### src/core_consts.svh
`ifndef CORE_CONSTS_SVH
`define CORE_CONSTS_SVH

// ================================================
// Core sizing
// ================================================

`define XLEN        32              // Data path width

`define NUM_REGS    32              // Architectural registers, x0 included

// Instruction buffer entries
// Also the number of credits the source holds after reset
`define QUEUE_DEPTH 4

// ================================================
// Encodings
// ================================================

`define NOP_INST    32'h0000_0013   // ADDI x0, x0, 0

`endif

### src/core_pipe_pkg.sv
`include "core_consts.svh"

package core_pipe_pkg;

    // ================================================
    // Data path words
    // ================================================

    typedef logic [$clog2(`NUM_REGS)-1:0] reg_idx_t;   // x0 .. x31
    typedef logic [`XLEN-1:0]             word_t;

    // ================================================
    // ALU control
    // ================================================

    typedef enum logic [3:0] {
        ALU_ADD    = 4'd0,
        ALU_SUB    = 4'd1,
        ALU_SLL    = 4'd2,
        ALU_SLT    = 4'd3,
        ALU_SLTU   = 4'd4,
        ALU_XOR    = 4'd5,
        ALU_SRL    = 4'd6,
        ALU_SRA    = 4'd7,
        ALU_OR     = 4'd8,
        ALU_AND    = 4'd9,
        ALU_PASS_B = 4'd10      // Operand B straight through, for LUI
    } alu_op_t;

endpackage

### src/rv_isa_pkg.sv
package rv_isa_pkg;

    // Major opcodes handled by the core
    typedef enum logic [6:0] {
        OP     = 7'b0110011,    // Register-register ALU
        OP_IMM = 7'b0010011,    // Register-immediate ALU
        LUI    = 7'b0110111
    } opcode_t;

    // ALU funct3 codes, shared by OP and OP_IMM
    typedef enum logic [2:0] {
        F3_ADD_SUB = 3'b000,
        F3_SLL     = 3'b001,
        F3_SLT     = 3'b010,
        F3_SLTU    = 3'b011,
        F3_XOR     = 3'b100,
        F3_SRL_SRA = 3'b101,    // funct7 bit 5 picks SRA
        F3_OR      = 3'b110,
        F3_AND     = 3'b111
    } funct3_t;

    // R-type field layout
    // I-type and U-type immediates are cut from the same bits
    typedef struct packed {
        logic [6:0] funct7;     // [31:25]
        logic [4:0] rs2;        // [24:20]
        logic [4:0] rs1;        // [19:15]
        funct3_t    funct3;     // [14:12]
        logic [4:0] rd;         // [11:7]
        opcode_t    opcode;     // [6:0]
    } inst_t;

    // Alternate-operation bit inside funct7 (SUB, SRA)
    localparam int unsigned FUNCT7_ALT_BIT = 5;

endpackage

### src/core_ifs.sv
// Decoded instruction, decode register to execute
interface id_exe_if
    import core_pipe_pkg::*;
();

    logic     valid;
    reg_idx_t rd;
    reg_idx_t rs1;          // Kept for forwarding compares
    reg_idx_t rs2;
    word_t    rs1_data;
    word_t    rs2_data;
    word_t    imm;
    alu_op_t  alu_op;
    logic     use_imm;      // Operand B from imm

    modport src (output valid, rd, rs1, rs2, rs1_data, rs2_data, imm, alu_op, use_imm);
    modport dst (input  valid, rd, rs1, rs2, rs1_data, rs2_data, imm, alu_op, use_imm);

endinterface

// Write-back result out of the execute register
interface wb_if
    import core_pipe_pkg::*;
();

    logic     valid;        // One retire per cycle at most
    logic     we;
    reg_idx_t rd;
    word_t    data;

    modport src  (output valid, we, rd, data);
    modport sink (input  valid, we, rd, data);

endinterface

### src/alu.sv
module alu
    import core_pipe_pkg::*;
(
    input  alu_op_t op_i,
    input  word_t   a_i,
    input  word_t   b_i,
    output word_t   result_o
);

    logic [4:0] shamt;
    logic       lt_signed;
    logic       lt_unsigned;

    assign shamt       = b_i[4:0];                  // RV32 shift amount
    assign lt_signed   = ($signed(a_i) < $signed(b_i));
    assign lt_unsigned = (a_i < b_i);

    always_comb begin
        case (op_i)
            ALU_ADD:    result_o = a_i + b_i;
            ALU_SUB:    result_o = a_i - b_i;
            ALU_SLL:    result_o = a_i << shamt;
            ALU_SLT:    result_o = word_t'(lt_signed);
            ALU_SLTU:   result_o = word_t'(lt_unsigned);
            ALU_XOR:    result_o = a_i ^ b_i;
            ALU_SRL:    result_o = a_i >> shamt;
            ALU_SRA:    result_o = word_t'($signed(a_i) >>> shamt);
            ALU_OR:     result_o = a_i | b_i;
            ALU_AND:    result_o = a_i & b_i;
            ALU_PASS_B: result_o = b_i;
            default:    result_o = '0;
        endcase
    end

endmodule

### src/core_top.sv
module core_top
    import rv_isa_pkg::*;
    import core_pipe_pkg::*;
(
    input  logic     clk,
    input  logic     rst_n_i,

    // Instruction stream, credit controlled
    input  logic     inst_valid_i,
    input  inst_t    inst_i,
    output logic     credit_o,

    // Retire port, no back-pressure
    output logic     retire_valid_o,
    output reg_idx_t retire_rd_o,
    output word_t    retire_data_o
);

    logic  head_valid;
    inst_t head_inst;

    id_exe_if i_id_exe ();
    wb_if     i_wb ();

    inst_queue i_inst_queue (
        .clk          (clk),
        .rst_n_i      (rst_n_i),
        .inst_valid_i (inst_valid_i),
        .inst_i       (inst_i),
        .head_valid_o (head_valid),
        .head_inst_o  (head_inst),
        .credit_o     (credit_o)
    );

    decode_stage i_decode_stage (
        .clk          (clk),
        .rst_n_i      (rst_n_i),
        .head_valid_i (head_valid),
        .head_inst_i  (head_inst),
        .wb           (i_wb.sink),
        .id_exe       (i_id_exe.src)
    );

    exec_stage i_exec_stage (
        .clk     (clk),
        .rst_n_i (rst_n_i),
        .id_exe  (i_id_exe.dst),
        .wb      (i_wb.src)
    );

    // Retire straight off the write-back register
    assign retire_valid_o = i_wb.valid;
    assign retire_rd_o    = i_wb.rd;
    assign retire_data_o  = i_wb.data;

endmodule

### src/decode_stage.sv
`include "core_consts.svh"

module decode_stage
    import rv_isa_pkg::*;
    import core_pipe_pkg::*;
(
    input  logic  clk,
    input  logic  rst_n_i,
    input  logic  head_valid_i,
    input  inst_t head_inst_i,
    wb_if.sink    wb,
    id_exe_if.src id_exe
);

    inst_t    inst;
    word_t    i_imm;
    word_t    u_imm;
    word_t    imm_d;
    alu_op_t  alu_op_d;
    logic     use_imm_d;
    logic     alt;
    reg_idx_t rd_d;
    reg_idx_t rs1_d;
    reg_idx_t rs2_d;
    word_t    rf_rdata1;
    word_t    rf_rdata2;
    word_t    rs1_data_d;
    word_t    rs2_data_d;

    function automatic alu_op_t f3_to_op(funct3_t f3, logic alt_op);
        alu_op_t op;
        case (f3)
            F3_ADD_SUB: op = alt_op ? ALU_SUB : ALU_ADD;
            F3_SLL:     op = ALU_SLL;
            F3_SLT:     op = ALU_SLT;
            F3_SLTU:    op = ALU_SLTU;
            F3_XOR:     op = ALU_XOR;
            F3_SRL_SRA: op = alt_op ? ALU_SRA : ALU_SRL;
            F3_OR:      op = ALU_OR;
            default:    op = ALU_AND;
        endcase
        return op;
    endfunction

    // ================================================
    // Field split and immediates
    // ================================================

    assign inst  = head_valid_i ? head_inst_i : inst_t'(`NOP_INST);    // Idle slot as a NOP
    assign alt   = inst.funct7[FUNCT7_ALT_BIT];
    assign i_imm = {{(`XLEN-12){inst.funct7[6]}}, inst.funct7, inst.rs2};
    assign u_imm = {inst.funct7, inst.rs2, inst.rs1, inst.funct3, 12'b0};

    always_comb begin
        alu_op_d  = ALU_ADD;
        use_imm_d = 1'b1;
        imm_d     = i_imm;
        rd_d      = inst.rd;
        rs1_d     = inst.rs1;
        rs2_d     = inst.rs2;
        case (inst.opcode)
            OP: begin
                alu_op_d  = f3_to_op(inst.funct3, alt);
                use_imm_d = 1'b0;
            end
            // Only the shift-right form has an alternate
            OP_IMM:  alu_op_d = f3_to_op(inst.funct3, alt && (inst.funct3 == F3_SRL_SRA));
            LUI: begin
                alu_op_d = ALU_PASS_B;
                imm_d    = u_imm;
            end
            default: begin      // Unsupported, retire without a write
                rd_d  = '0;
                rs1_d = '0;
                rs2_d = '0;
            end
        endcase
    end

    // ================================================
    // Operand read with write-back bypass
    // ================================================

    reg_file i_reg_file (
        .clk      (clk),
        .rst_n_i  (rst_n_i),
        .raddr1_i (rs1_d),
        .raddr2_i (rs2_d),
        .rdata1_o (rf_rdata1),
        .rdata2_o (rf_rdata2),
        .wb       (wb)
    );

    assign rs1_data_d = (wb.we && (wb.rd != '0) && (wb.rd == rs1_d)) ? wb.data : rf_rdata1;
    assign rs2_data_d = (wb.we && (wb.rd != '0) && (wb.rd == rs2_d)) ? wb.data : rf_rdata2;

    // Decode to execute register, comes up holding a NOP
    always_ff @(posedge clk or negedge rst_n_i) begin
        if (!rst_n_i) begin
            id_exe.valid    <= 1'b0;
            id_exe.rd       <= '0;
            id_exe.rs1      <= '0;
            id_exe.rs2      <= '0;
            id_exe.rs1_data <= '0;
            id_exe.rs2_data <= '0;
            id_exe.imm      <= '0;
            id_exe.alu_op   <= ALU_ADD;
            id_exe.use_imm  <= 1'b1;
        end else begin
            id_exe.valid    <= head_valid_i;
            id_exe.rd       <= rd_d;
            id_exe.rs1      <= rs1_d;
            id_exe.rs2      <= rs2_d;
            id_exe.rs1_data <= rs1_data_d;
            id_exe.rs2_data <= rs2_data_d;
            id_exe.imm      <= imm_d;
            id_exe.alu_op   <= alu_op_d;
            id_exe.use_imm  <= use_imm_d;
        end
    end

endmodule

### src/exec_stage.sv
module exec_stage
    import core_pipe_pkg::*;
(
    input  logic  clk,
    input  logic  rst_n_i,
    id_exe_if.dst id_exe,
    wb_if.src     wb
);

    logic  fwd_a_sel;
    logic  fwd_b_sel;
    word_t op_a;
    word_t fwd_b;
    word_t op_b;
    word_t alu_result;
    logic  we_d;

    // ================================================
    // Forwarding from the write-back register
    // ================================================

    // Result of the instruction right ahead, not yet in the register file
    assign fwd_a_sel = wb.we && (wb.rd != '0) && (wb.rd == id_exe.rs1);
    assign fwd_b_sel = wb.we && (wb.rd != '0) && (wb.rd == id_exe.rs2);

    assign op_a  = fwd_a_sel ? wb.data : id_exe.rs1_data;
    assign fwd_b = fwd_b_sel ? wb.data : id_exe.rs2_data;
    assign op_b  = id_exe.use_imm ? id_exe.imm : fwd_b;

    alu i_alu (
        .op_i     (id_exe.alu_op),
        .a_i      (op_a),
        .b_i      (op_b),
        .result_o (alu_result)
    );

    // ================================================
    // Execute to write-back register
    // ================================================

    assign we_d = id_exe.valid && (id_exe.rd != '0);   // Idle slots and x0 never write

    always_ff @(posedge clk or negedge rst_n_i) begin
        if (!rst_n_i) begin
            wb.valid <= 1'b0;
            wb.we    <= 1'b0;
            wb.rd    <= '0;
            wb.data  <= '0;
        end else begin
            wb.valid <= id_exe.valid;
            wb.we    <= we_d;
            wb.rd    <= id_exe.rd;
            wb.data  <= we_d ? alu_result : '0;    // Zero reported for non-writes
        end
    end

endmodule

### src/inst_queue.sv
`include "core_consts.svh"

module inst_queue
    import rv_isa_pkg::*;
(
    input  logic  clk,
    input  logic  rst_n_i,
    input  logic  inst_valid_i,
    input  inst_t inst_i,
    output logic  head_valid_o,
    output inst_t head_inst_o,
    output logic  credit_o
);

    localparam int PTR_W = (`QUEUE_DEPTH > 1) ? $clog2(`QUEUE_DEPTH) : 1;
    localparam int CNT_W = $clog2(`QUEUE_DEPTH + 1);

    inst_t            mem_ff [`QUEUE_DEPTH];
    logic [PTR_W-1:0] wr_ptr_ff;
    logic [PTR_W-1:0] rd_ptr_ff;
    logic [CNT_W-1:0] count_ff;
    logic             credit_ff;
    logic             pop;

    function automatic logic [PTR_W-1:0] ptr_next(logic [PTR_W-1:0] ptr);
        return (ptr == PTR_W'(`QUEUE_DEPTH - 1)) ? '0 : ptr + PTR_W'(1);
    endfunction

    // Head leaves every cycle it exists since decode never stalls
    assign pop          = (count_ff != '0);
    assign head_valid_o = pop;
    assign head_inst_o  = mem_ff[rd_ptr_ff];
    assign credit_o     = credit_ff;

    // Entry storage filled on each accept
    always_ff @(posedge clk) begin
        if (inst_valid_i) begin
            mem_ff[wr_ptr_ff] <= inst_i;
        end
    end

    always_ff @(posedge clk or negedge rst_n_i) begin
        if (!rst_n_i) begin
            wr_ptr_ff <= '0;
            rd_ptr_ff <= '0;
            count_ff  <= '0;
            credit_ff <= 1'b0;
        end else begin
            if (inst_valid_i) begin
                wr_ptr_ff <= ptr_next(wr_ptr_ff);
            end
            if (pop) begin
                rd_ptr_ff <= ptr_next(rd_ptr_ff);
            end
            count_ff  <= count_ff + CNT_W'(inst_valid_i) - CNT_W'(pop);
            credit_ff <= pop;   // One credit back per hand-off
        end
    end

endmodule

### src/reg_file.sv
`include "core_consts.svh"

module reg_file
    import core_pipe_pkg::*;
(
    input  logic     clk,
    input  logic     rst_n_i,
    input  reg_idx_t raddr1_i,
    input  reg_idx_t raddr2_i,
    output word_t    rdata1_o,
    output word_t    rdata2_o,
    wb_if.sink       wb
);

    // x0 has no storage
    word_t regs_ff [1:`NUM_REGS-1];

    always_ff @(posedge clk or negedge rst_n_i) begin
        if (!rst_n_i) begin
            for (int i = 1; i < `NUM_REGS; i++) begin
                regs_ff[i] <= '0;
            end
        end else if (wb.we && (wb.rd != '0)) begin
            regs_ff[wb.rd] <= wb.data;
        end
    end

    // Asynchronous read ports
    assign rdata1_o = (raddr1_i == '0) ? '0 : regs_ff[raddr1_i];
    assign rdata2_o = (raddr2_i == '0) ? '0 : regs_ff[raddr2_i];

endmodule

### config.mk
export PLATFORM = sky130hd
export DESIGN_NAME = core_top
export DESIGN_NICKNAME = d
export VERILOG_FILES = /design/src/core_pipe_pkg.sv /design/src/rv_isa_pkg.sv /design/src/core_ifs.sv /design/src/alu.sv /design/src/core_top.sv /design/src/decode_stage.sv /design/src/exec_stage.sv /design/src/inst_queue.sv /design/src/reg_file.sv
export VERILOG_INCLUDE_DIRS = /design/src
export SDC_FILE = /design/constraint.sdc
export NUM_CORES = 2
export LEC_CHECK = 0
export BUFFER_PORTS_ARGS = -buffer_cell sky130_fd_sc_hd__clkbuf_2
export CORE_ASPECT_RATIO = 1.75
export CORE_MARGIN = 2
export CORE_UTILIZATION = 45
export CTS_BUF_LIST = sky130_fd_sc_hd__clkbuf_8 sky130_fd_sc_hd__clkbuf_16
export CTS_CLUSTER_DIAMETER = 50
export CTS_CLUSTER_SIZE = 30
export DETAILED_ROUTE_END_ITERATION = 10
export HOLD_SLACK_MARGIN = 0.12
export MAX_ROUTING_LAYER = met4
export PLACE_DENSITY_LB_ADDON = 0.05
export SYNTH_ARGS = -nofsm -noshare
export SYNTH_HDL_FRONTEND = slang
export SYNTH_SLANG_ARGS = --single-unit
### constraint.sdc
create_clock -name clk -period 6.7 [get_ports clk]
set_input_delay 1.34 -clock clk [delete_from_list [all_inputs] [get_ports clk]]
set_output_delay 1.34 -clock clk [all_outputs]
set_load 0.02 [all_outputs]
==> impl_summary.log <==
INFO  metric outcome = finished, final reports clean
INFO  metric timing.critical_path.arrival = 6.86 ns
INFO  metric crit_buf_inv = 6
INFO  metric worst_path_top_cell_family_by_delay = compound AO/OA/AOI/OAI gates
INFO  metric first_global_vias = 68.5k
INFO  metric cellLeakagePower = 36.2 nW
INFO  metric ctsHoldBuffers = 0
INFO  metric number_of_enable_type_register_cells_in_the_synthesized_netlist = 128
INFO  metric critPathMostFrequentCell = sky130_fd_sc_hd__buf_4
INFO  metric clock_insertion_delay_worst_skew = 0.78 ns
INFO  metric clk_pin_slew_worst_paths = 0.09 ns
INFO  metric boundaryPins = 74
INFO  metric critPathSlowestCell = sky130_fd_sc_hd__a2111oi_0
INFO  metric fp.coreArea = 168000 µm²
INFO  metric placed_cells_incl_taps = 9761
INFO  metric post_dr_vias_cell = 6.92
INFO  metric cts-htree-levels = 3
INFO  metric antenna_found_initial = 47
INFO  metric setup-tns-final = 0 ns
INFO  metric r2r.worst_path.cells = 16
INFO  metric global_route_wire_length_before_repair = 534000 µm
INFO  metric cap_violations = 0
INFO  metric ys.flop_type = sky130_fd_sc_hd__dfrtp_1
INFO  metric timing.critical_path.slowest_cell_delay = 1.09 ns
INFO  metric synth_cells = 7814
INFO  metric internal_power = 14.2 mW
INFO  metric grtUsageTotal = 45.2%
INFO  metric syn2layout_area_growth = 10.9%
INFO  metric place_congestion = 1.13
INFO  metric hold_class = flop to flop
INFO  metric cts.repair_timing.setup_buffer_count = 0
INFO  metric die_h = 547 µm
INFO  metric start_util = 45.2%
INFO  metric placed_cell_area = 80000 µm²
INFO  metric worstHoldStart = i_decode_stage.id_exe.rd[1]$_DFF_PN0_
INFO  metric clock_power_share = 26.7%
INFO  metric placementRows = 199
INFO  metric worst_ir_drop_vdd = 0.000429 V
INFO  metric postLayoutCellArea = 84000 µm²
INFO  metric crit_path_end_kind = flop
INFO  metric cts_tree = yes
INFO  metric fp.dieArea = 172000 µm²
INFO  metric cp_max_fo = 13
INFO  metric layout_setup_ws = 0.425 ns
INFO  metric route.detailed.drc = 0
INFO  metric worstHoldEndpoint = i_exec_stage.wb.rd[1]$_DFF_PN0_
INFO  metric detail_route.wl_per_cell = 37.7 µm
INFO  metric power.share.switching = 45.9%
INFO  metric final_min_period_over_clock_period = 93.7%
INFO  metric syn-mean-instance-area = 9.70 µm²
INFO  metric totalPowerFinal = 26.3 mW
INFO  metric horizontal_die_dimension = 314 µm
INFO  metric area.sequential = 32800 µm²
INFO  metric finalSetupViolations = 0
INFO  metric postSynthNetCount = 7963
INFO  metric cts-resized-gates = 0
INFO  metric grt_max_degree = 165
INFO  metric share_of_the_yosys_chip_area_belonging_to_registers = 43.2%
INFO  metric combinationalPowerShare = 41.1%
INFO  metric r2r_endpoint = i_exec_stage.wb.data[28]$_DFF_PN0_
INFO  metric worstSetupPathType = flop to flop
INFO  metric synthDistinctLibCells = 96
INFO  metric hold_violations = 0
INFO  metric max-clock-path-buffers = 3
INFO  metric crit_required = 7.29 ns
INFO  metric drtIter0Drc = 7820
INFO  metric regToRegStartpoint = i_exec_stage.wb.rd[3]$_DFF_PN0_
INFO  metric layout_min_cycle_time = 6.27 ns
INFO  metric final_nets = 7810
INFO  metric worst_clock_skew = 0.0431 ns
INFO  metric timing.max_slew.rel_slack = 4.27%
INFO  metric holdWs = 0.458 ns
INFO  metric total_wire_length = 379000 µm
INFO  metric ys_async_sr_fraction = 90.0%
INFO  metric clkSinkCount = 1283
INFO  metric worst_hold_depth = 0
INFO  metric dr.pass1.iters = 6
INFO  metric timing.final.max_slew_violations = 0
INFO  metric timing.critical_path.cells = buf_4 > or3_4 > o311ai_4 > or2_1 > buf_4 > mux2i_1 > inv_1 > mux2i_1 > buf_4 > mux2i_1 > buf_4 > o22ai_1 > buf_4 > nand3_1 > a2111oi_0 > a31oi_1
INFO  metric post-route-util = 50.2%
INFO  metric gr-total-overflow = 0
INFO  metric fin_cells = 10.0k
INFO  metric netlist_area = 75800 µm²
INFO  metric postRouteAntennaNets = 0
INFO  metric synth-seq-cells = 1283
INFO  metric vias = 69.5k
INFO  metric p_switching = 12.1 mW
INFO  metric ctsRootBufferMaster = sky130_fd_sc_hd__clkbuf_16
INFO  metric fmax = 159 MHz
INFO  metric detailed_place_hpwl = 255000 µm
INFO  metric power.sequential.fraction = 32.2%
INFO  metric synth-warning-count = 0
INFO  metric multi_input_comb_area = 40000 µm²
INFO  metric rrSetupSlack = 0.43 ns
INFO  metric timing.critical_path.from_type = flop
INFO  metric cts_buffers = 109
INFO  metric power_density = 313 nW/µm²
INFO  metric critical_path_depth_in_cells = 16
INFO  metric pre_cts_slack = 0.697 ns
INFO  metric grt_setup_unrepaired = no
INFO  metric buffer_ports.inserted = 73
INFO  metric fraction_of_final_layout_cells_with_drive_strength_greater_than_1 = 23.9%
INFO  metric actual_transition_at_the_worst_max_transition_pin = 1.44 ns
INFO  metric nFillCells = 15.6k
## power by group through the flow
stage | logic [mW] | clock network [mW] | registers (mW)
5_1_grt | 11.0 | 7.38 | 8.49
3_5_place_dp | 10.3 | 0 | 8.61
4_1_cts | 10.3 | 7.11 | 8.46
6_report | 10.8 | 7.04 | 8.47
3_3_place_gp | 10.3 | 0 | 8.61
2_1_floorplan | 5.27 | 0 | 8.48
## how the worst max path moves through the flow
stage / start / to / slack (ns)
floorplan: i_exec_stage.wb.rd[0]$_DFF_PN0_ / i_exec_stage.wb.data[30]$_DFF_PN0_ / 1.03
global placement: i_exec_stage.wb.rd[0]$_DFF_PN0_ / i_exec_stage.wb.data[28]$_DFF_PN0_ / 0.66
detailed placement: i_exec_stage.wb.rd[3]$_DFF_PN0_ / i_exec_stage.wb.data[28]$_DFF_PN0_ / 0.70
CTS: i_exec_stage.wb.rd[0]$_DFF_PN0_ / i_exec_stage.wb.data[28]$_DFF_PN0_ / 0.67
global route: i_exec_stage.wb.rd[0]$_DFF_PN0_ / i_exec_stage.wb.data[29]$_DFF_PN0_ / 0.15
finish: i_exec_stage.wb.rd[3]$_DFF_PN0_ / i_exec_stage.wb.data[28]$_DFF_PN0_ / 0.43
## synthesized netlist by cell type (14+ instances only)
cell | instances | area share (%)
sky130_fd_sc_hd__a221oi_1 | 242 | 2.8
sky130_fd_sc_hd__xnor2_1 | 36 | 0.42
sky130_fd_sc_hd__a31oi_1 | 218 | 1.8
sky130_fd_sc_hd__mux4_2 | 30 | 0.89
sky130_fd_sc_hd__a311oi_1 | 57 | 0.66
sky130_fd_sc_hd__nor3_1 | 103 | 0.68
sky130_fd_sc_hd__clkbuf_1 | 542 | 2.7
sky130_fd_sc_hd__o32ai_1 | 21 | 0.24
sky130_fd_sc_hd__nand3_1 | 253 | 1.7
sky130_fd_sc_hd__mux2i_1 | 340 | 4.5
sky130_fd_sc_hd__o21bai_1 | 16 | 0.16
sky130_fd_sc_hd__and2_1 | 21 | 0.17
sky130_fd_sc_hd__o21ai_0 | 347 | 2.3
sky130_fd_sc_hd__a21o_1 | 37 | 0.37
sky130_fd_sc_hd__nand4_1 | 17 | 0.14
sky130_fd_sc_hd__edfxtp_1 | 128 | 5.1
sky130_fd_sc_hd__nor2_1 | 237 | 1.2
sky130_fd_sc_hd__nor4_1 | 44 | 0.36
sky130_fd_sc_hd__o31ai_1 | 25 | 0.25
sky130_fd_sc_hd__a22oi_1 | 64 | 0.63
sky130_fd_sc_hd__o211ai_1 | 41 | 0.41
sky130_fd_sc_hd__and3_1 | 44 | 0.36
sky130_fd_sc_hd__mux2_2 | 999 | 15
sky130_fd_sc_hd__o22ai_1 | 60 | 0.50
sky130_fd_sc_hd__nand2_1 | 1378 | 6.8
sky130_fd_sc_hd__buf_1 | 98 | 0.49
sky130_fd_sc_hd__a32oi_1 | 23 | 0.27
sky130_fd_sc_hd__nand2b_1 | 22 | 0.18
sky130_fd_sc_hd__a21oi_1 | 435 | 2.9
sky130_fd_sc_hd__buf_2 | 97 | 0.64
sky130_fd_sc_hd__ha_1 | 111 | 1.8
sky130_fd_sc_hd__a211o_1 | 19 | 0.22
sky130_fd_sc_hd__a211oi_1 | 104 | 1.0
sky130_fd_sc_hd__inv_1 | 112 | 0.55
sky130_fd_sc_hd__dfrtp_1 | 1154 | 38
sky130_fd_sc_hd__a221o_1 | 14 | 0.18
sky130_fd_sc_hd__o221ai_1 | 63 | 0.73
sky130_fd_sc_hd__a2111oi_0 | 19 | 0.22
## logic make-up after synthesis
| kind of cell | after synthesis | synth area share, % |
|---|---|---|
| multiplexers | 1377 | 20.4 |
| AND/OR/NAND/NOR | 2196 | 12.3 |
| buffers and inverters | 872 | 4.58 |
| flip-flops | 1283 | 43.2 |
| AO/OA/AOI/OAI | 1932 | 17.1 |
| adder cells (fa/ha/maj) | 114 | 1.91 |
| XOR/XNOR | 40 | 0.472 |
## cell usage in the layout (no fill, tap or decap), types with 21 or more instances in the layout
cell	Yosys	routed
sky130_fd_sc_hd__a211oi_1	104	104
sky130_fd_sc_hd__a21o_1	37	37
sky130_fd_sc_hd__a21oi_1	435	434
sky130_fd_sc_hd__a221oi_1	242	242
sky130_fd_sc_hd__a22oi_1	64	64
sky130_fd_sc_hd__a311oi_1	57	57
sky130_fd_sc_hd__a31oi_1	218	218
sky130_fd_sc_hd__a32oi_1	23	22
sky130_fd_sc_hd__and3_1	44	43
sky130_fd_sc_hd__buf_12	0	40
sky130_fd_sc_hd__buf_4	5	374
sky130_fd_sc_hd__clkbuf_16	0	110
sky130_fd_sc_hd__clkbuf_2	0	72
sky130_fd_sc_hd__dfrtp_1	1154	1152
sky130_fd_sc_hd__diode_2	0	69
sky130_fd_sc_hd__edfxtp_1	128	128
sky130_fd_sc_hd__ha_1	111	111
sky130_fd_sc_hd__inv_1	112	118
sky130_fd_sc_hd__inv_6	0	23
sky130_fd_sc_hd__mux2_2	999	998
sky130_fd_sc_hd__mux2i_1	340	337
sky130_fd_sc_hd__mux4_2	30	29
sky130_fd_sc_hd__nand2_1	1378	1352
sky130_fd_sc_hd__nand2_2	3	23
sky130_fd_sc_hd__nand2b_1	22	22
sky130_fd_sc_hd__nand3_1	253	251
sky130_fd_sc_hd__nor2_1	237	210
sky130_fd_sc_hd__nor2_4	0	23
sky130_fd_sc_hd__nor3_1	103	98
sky130_fd_sc_hd__nor4_1	44	43
sky130_fd_sc_hd__o211ai_1	41	41
sky130_fd_sc_hd__o21ai_0	347	339
sky130_fd_sc_hd__o221ai_1	63	63
sky130_fd_sc_hd__o22ai_1	60	59
sky130_fd_sc_hd__o31ai_1	25	25
sky130_fd_sc_hd__o32ai_1	21	21
sky130_fd_sc_hd__xnor2_1	36	36
## state kept, by name, indices dropped and copies added (netlist names), 2 cells and up
register and flops:
i_exec_stage.wb.data 32, i_decode_stage.id_exe.alu_op 4, i_decode_stage.id_exe.imm 32, i_decode_stage.id_exe.rs1 5
i_inst_queue.mem_ff 128, i_inst_queue.count_ff 3, i_decode_stage.i_reg_file.regs_ff 992, i_exec_stage.wb.rd 5
i_decode_stage.id_exe.rs2_data 32, i_inst_queue.wr_ptr_ff 2, i_decode_stage.id_exe.rd 5, i_decode_stage.id_exe.rs2 5
i_inst_queue.rd_ptr_ff 2, i_decode_stage.id_exe.rs1_data 32
## area by class of cell
class | count | share of cell area, %
sequential | 1283 | 39.0
tap | 2211 | 3.29
antenna | 69 | 0.205
clock buffer | 118 | 3.41
clock inverter | 90 | 1.24
inverter | 122 | 0.576
multi-input combinational | 5659 | 47.6
timing repair buffer | 486 | 4.72
## worst reg2reg max path, stage by stage (launching register included)
cell                        delay, ns
sky130_fd_sc_hd__dfrtp_1         0.40
sky130_fd_sc_hd__buf_4           0.20
sky130_fd_sc_hd__or3_4           0.42
sky130_fd_sc_hd__o311ai_4        0.37
sky130_fd_sc_hd__or2_1           0.37
sky130_fd_sc_hd__buf_4           0.30
sky130_fd_sc_hd__mux2i_1         0.96
sky130_fd_sc_hd__inv_1           0.36
sky130_fd_sc_hd__mux2i_1         0.49
sky130_fd_sc_hd__buf_4           0.25
sky130_fd_sc_hd__mux2i_1         0.08
sky130_fd_sc_hd__buf_4           0.23
sky130_fd_sc_hd__o22ai_1         0.18
sky130_fd_sc_hd__buf_4           0.16
sky130_fd_sc_hd__nand3_1         0.06
sky130_fd_sc_hd__a2111oi_0       1.09
sky130_fd_sc_hd__a31oi_1         0.19
## metal layers
layer	global-route usage, %	share of wire [%]	up-vias
met4	41.2	11	0
met5	-	0	-
met1	47.3	34	35100
met2	69.4	47	4204
met3	11.8	8.3	1635
li1	-	-	28500
(Power assumes the default switching activity.)
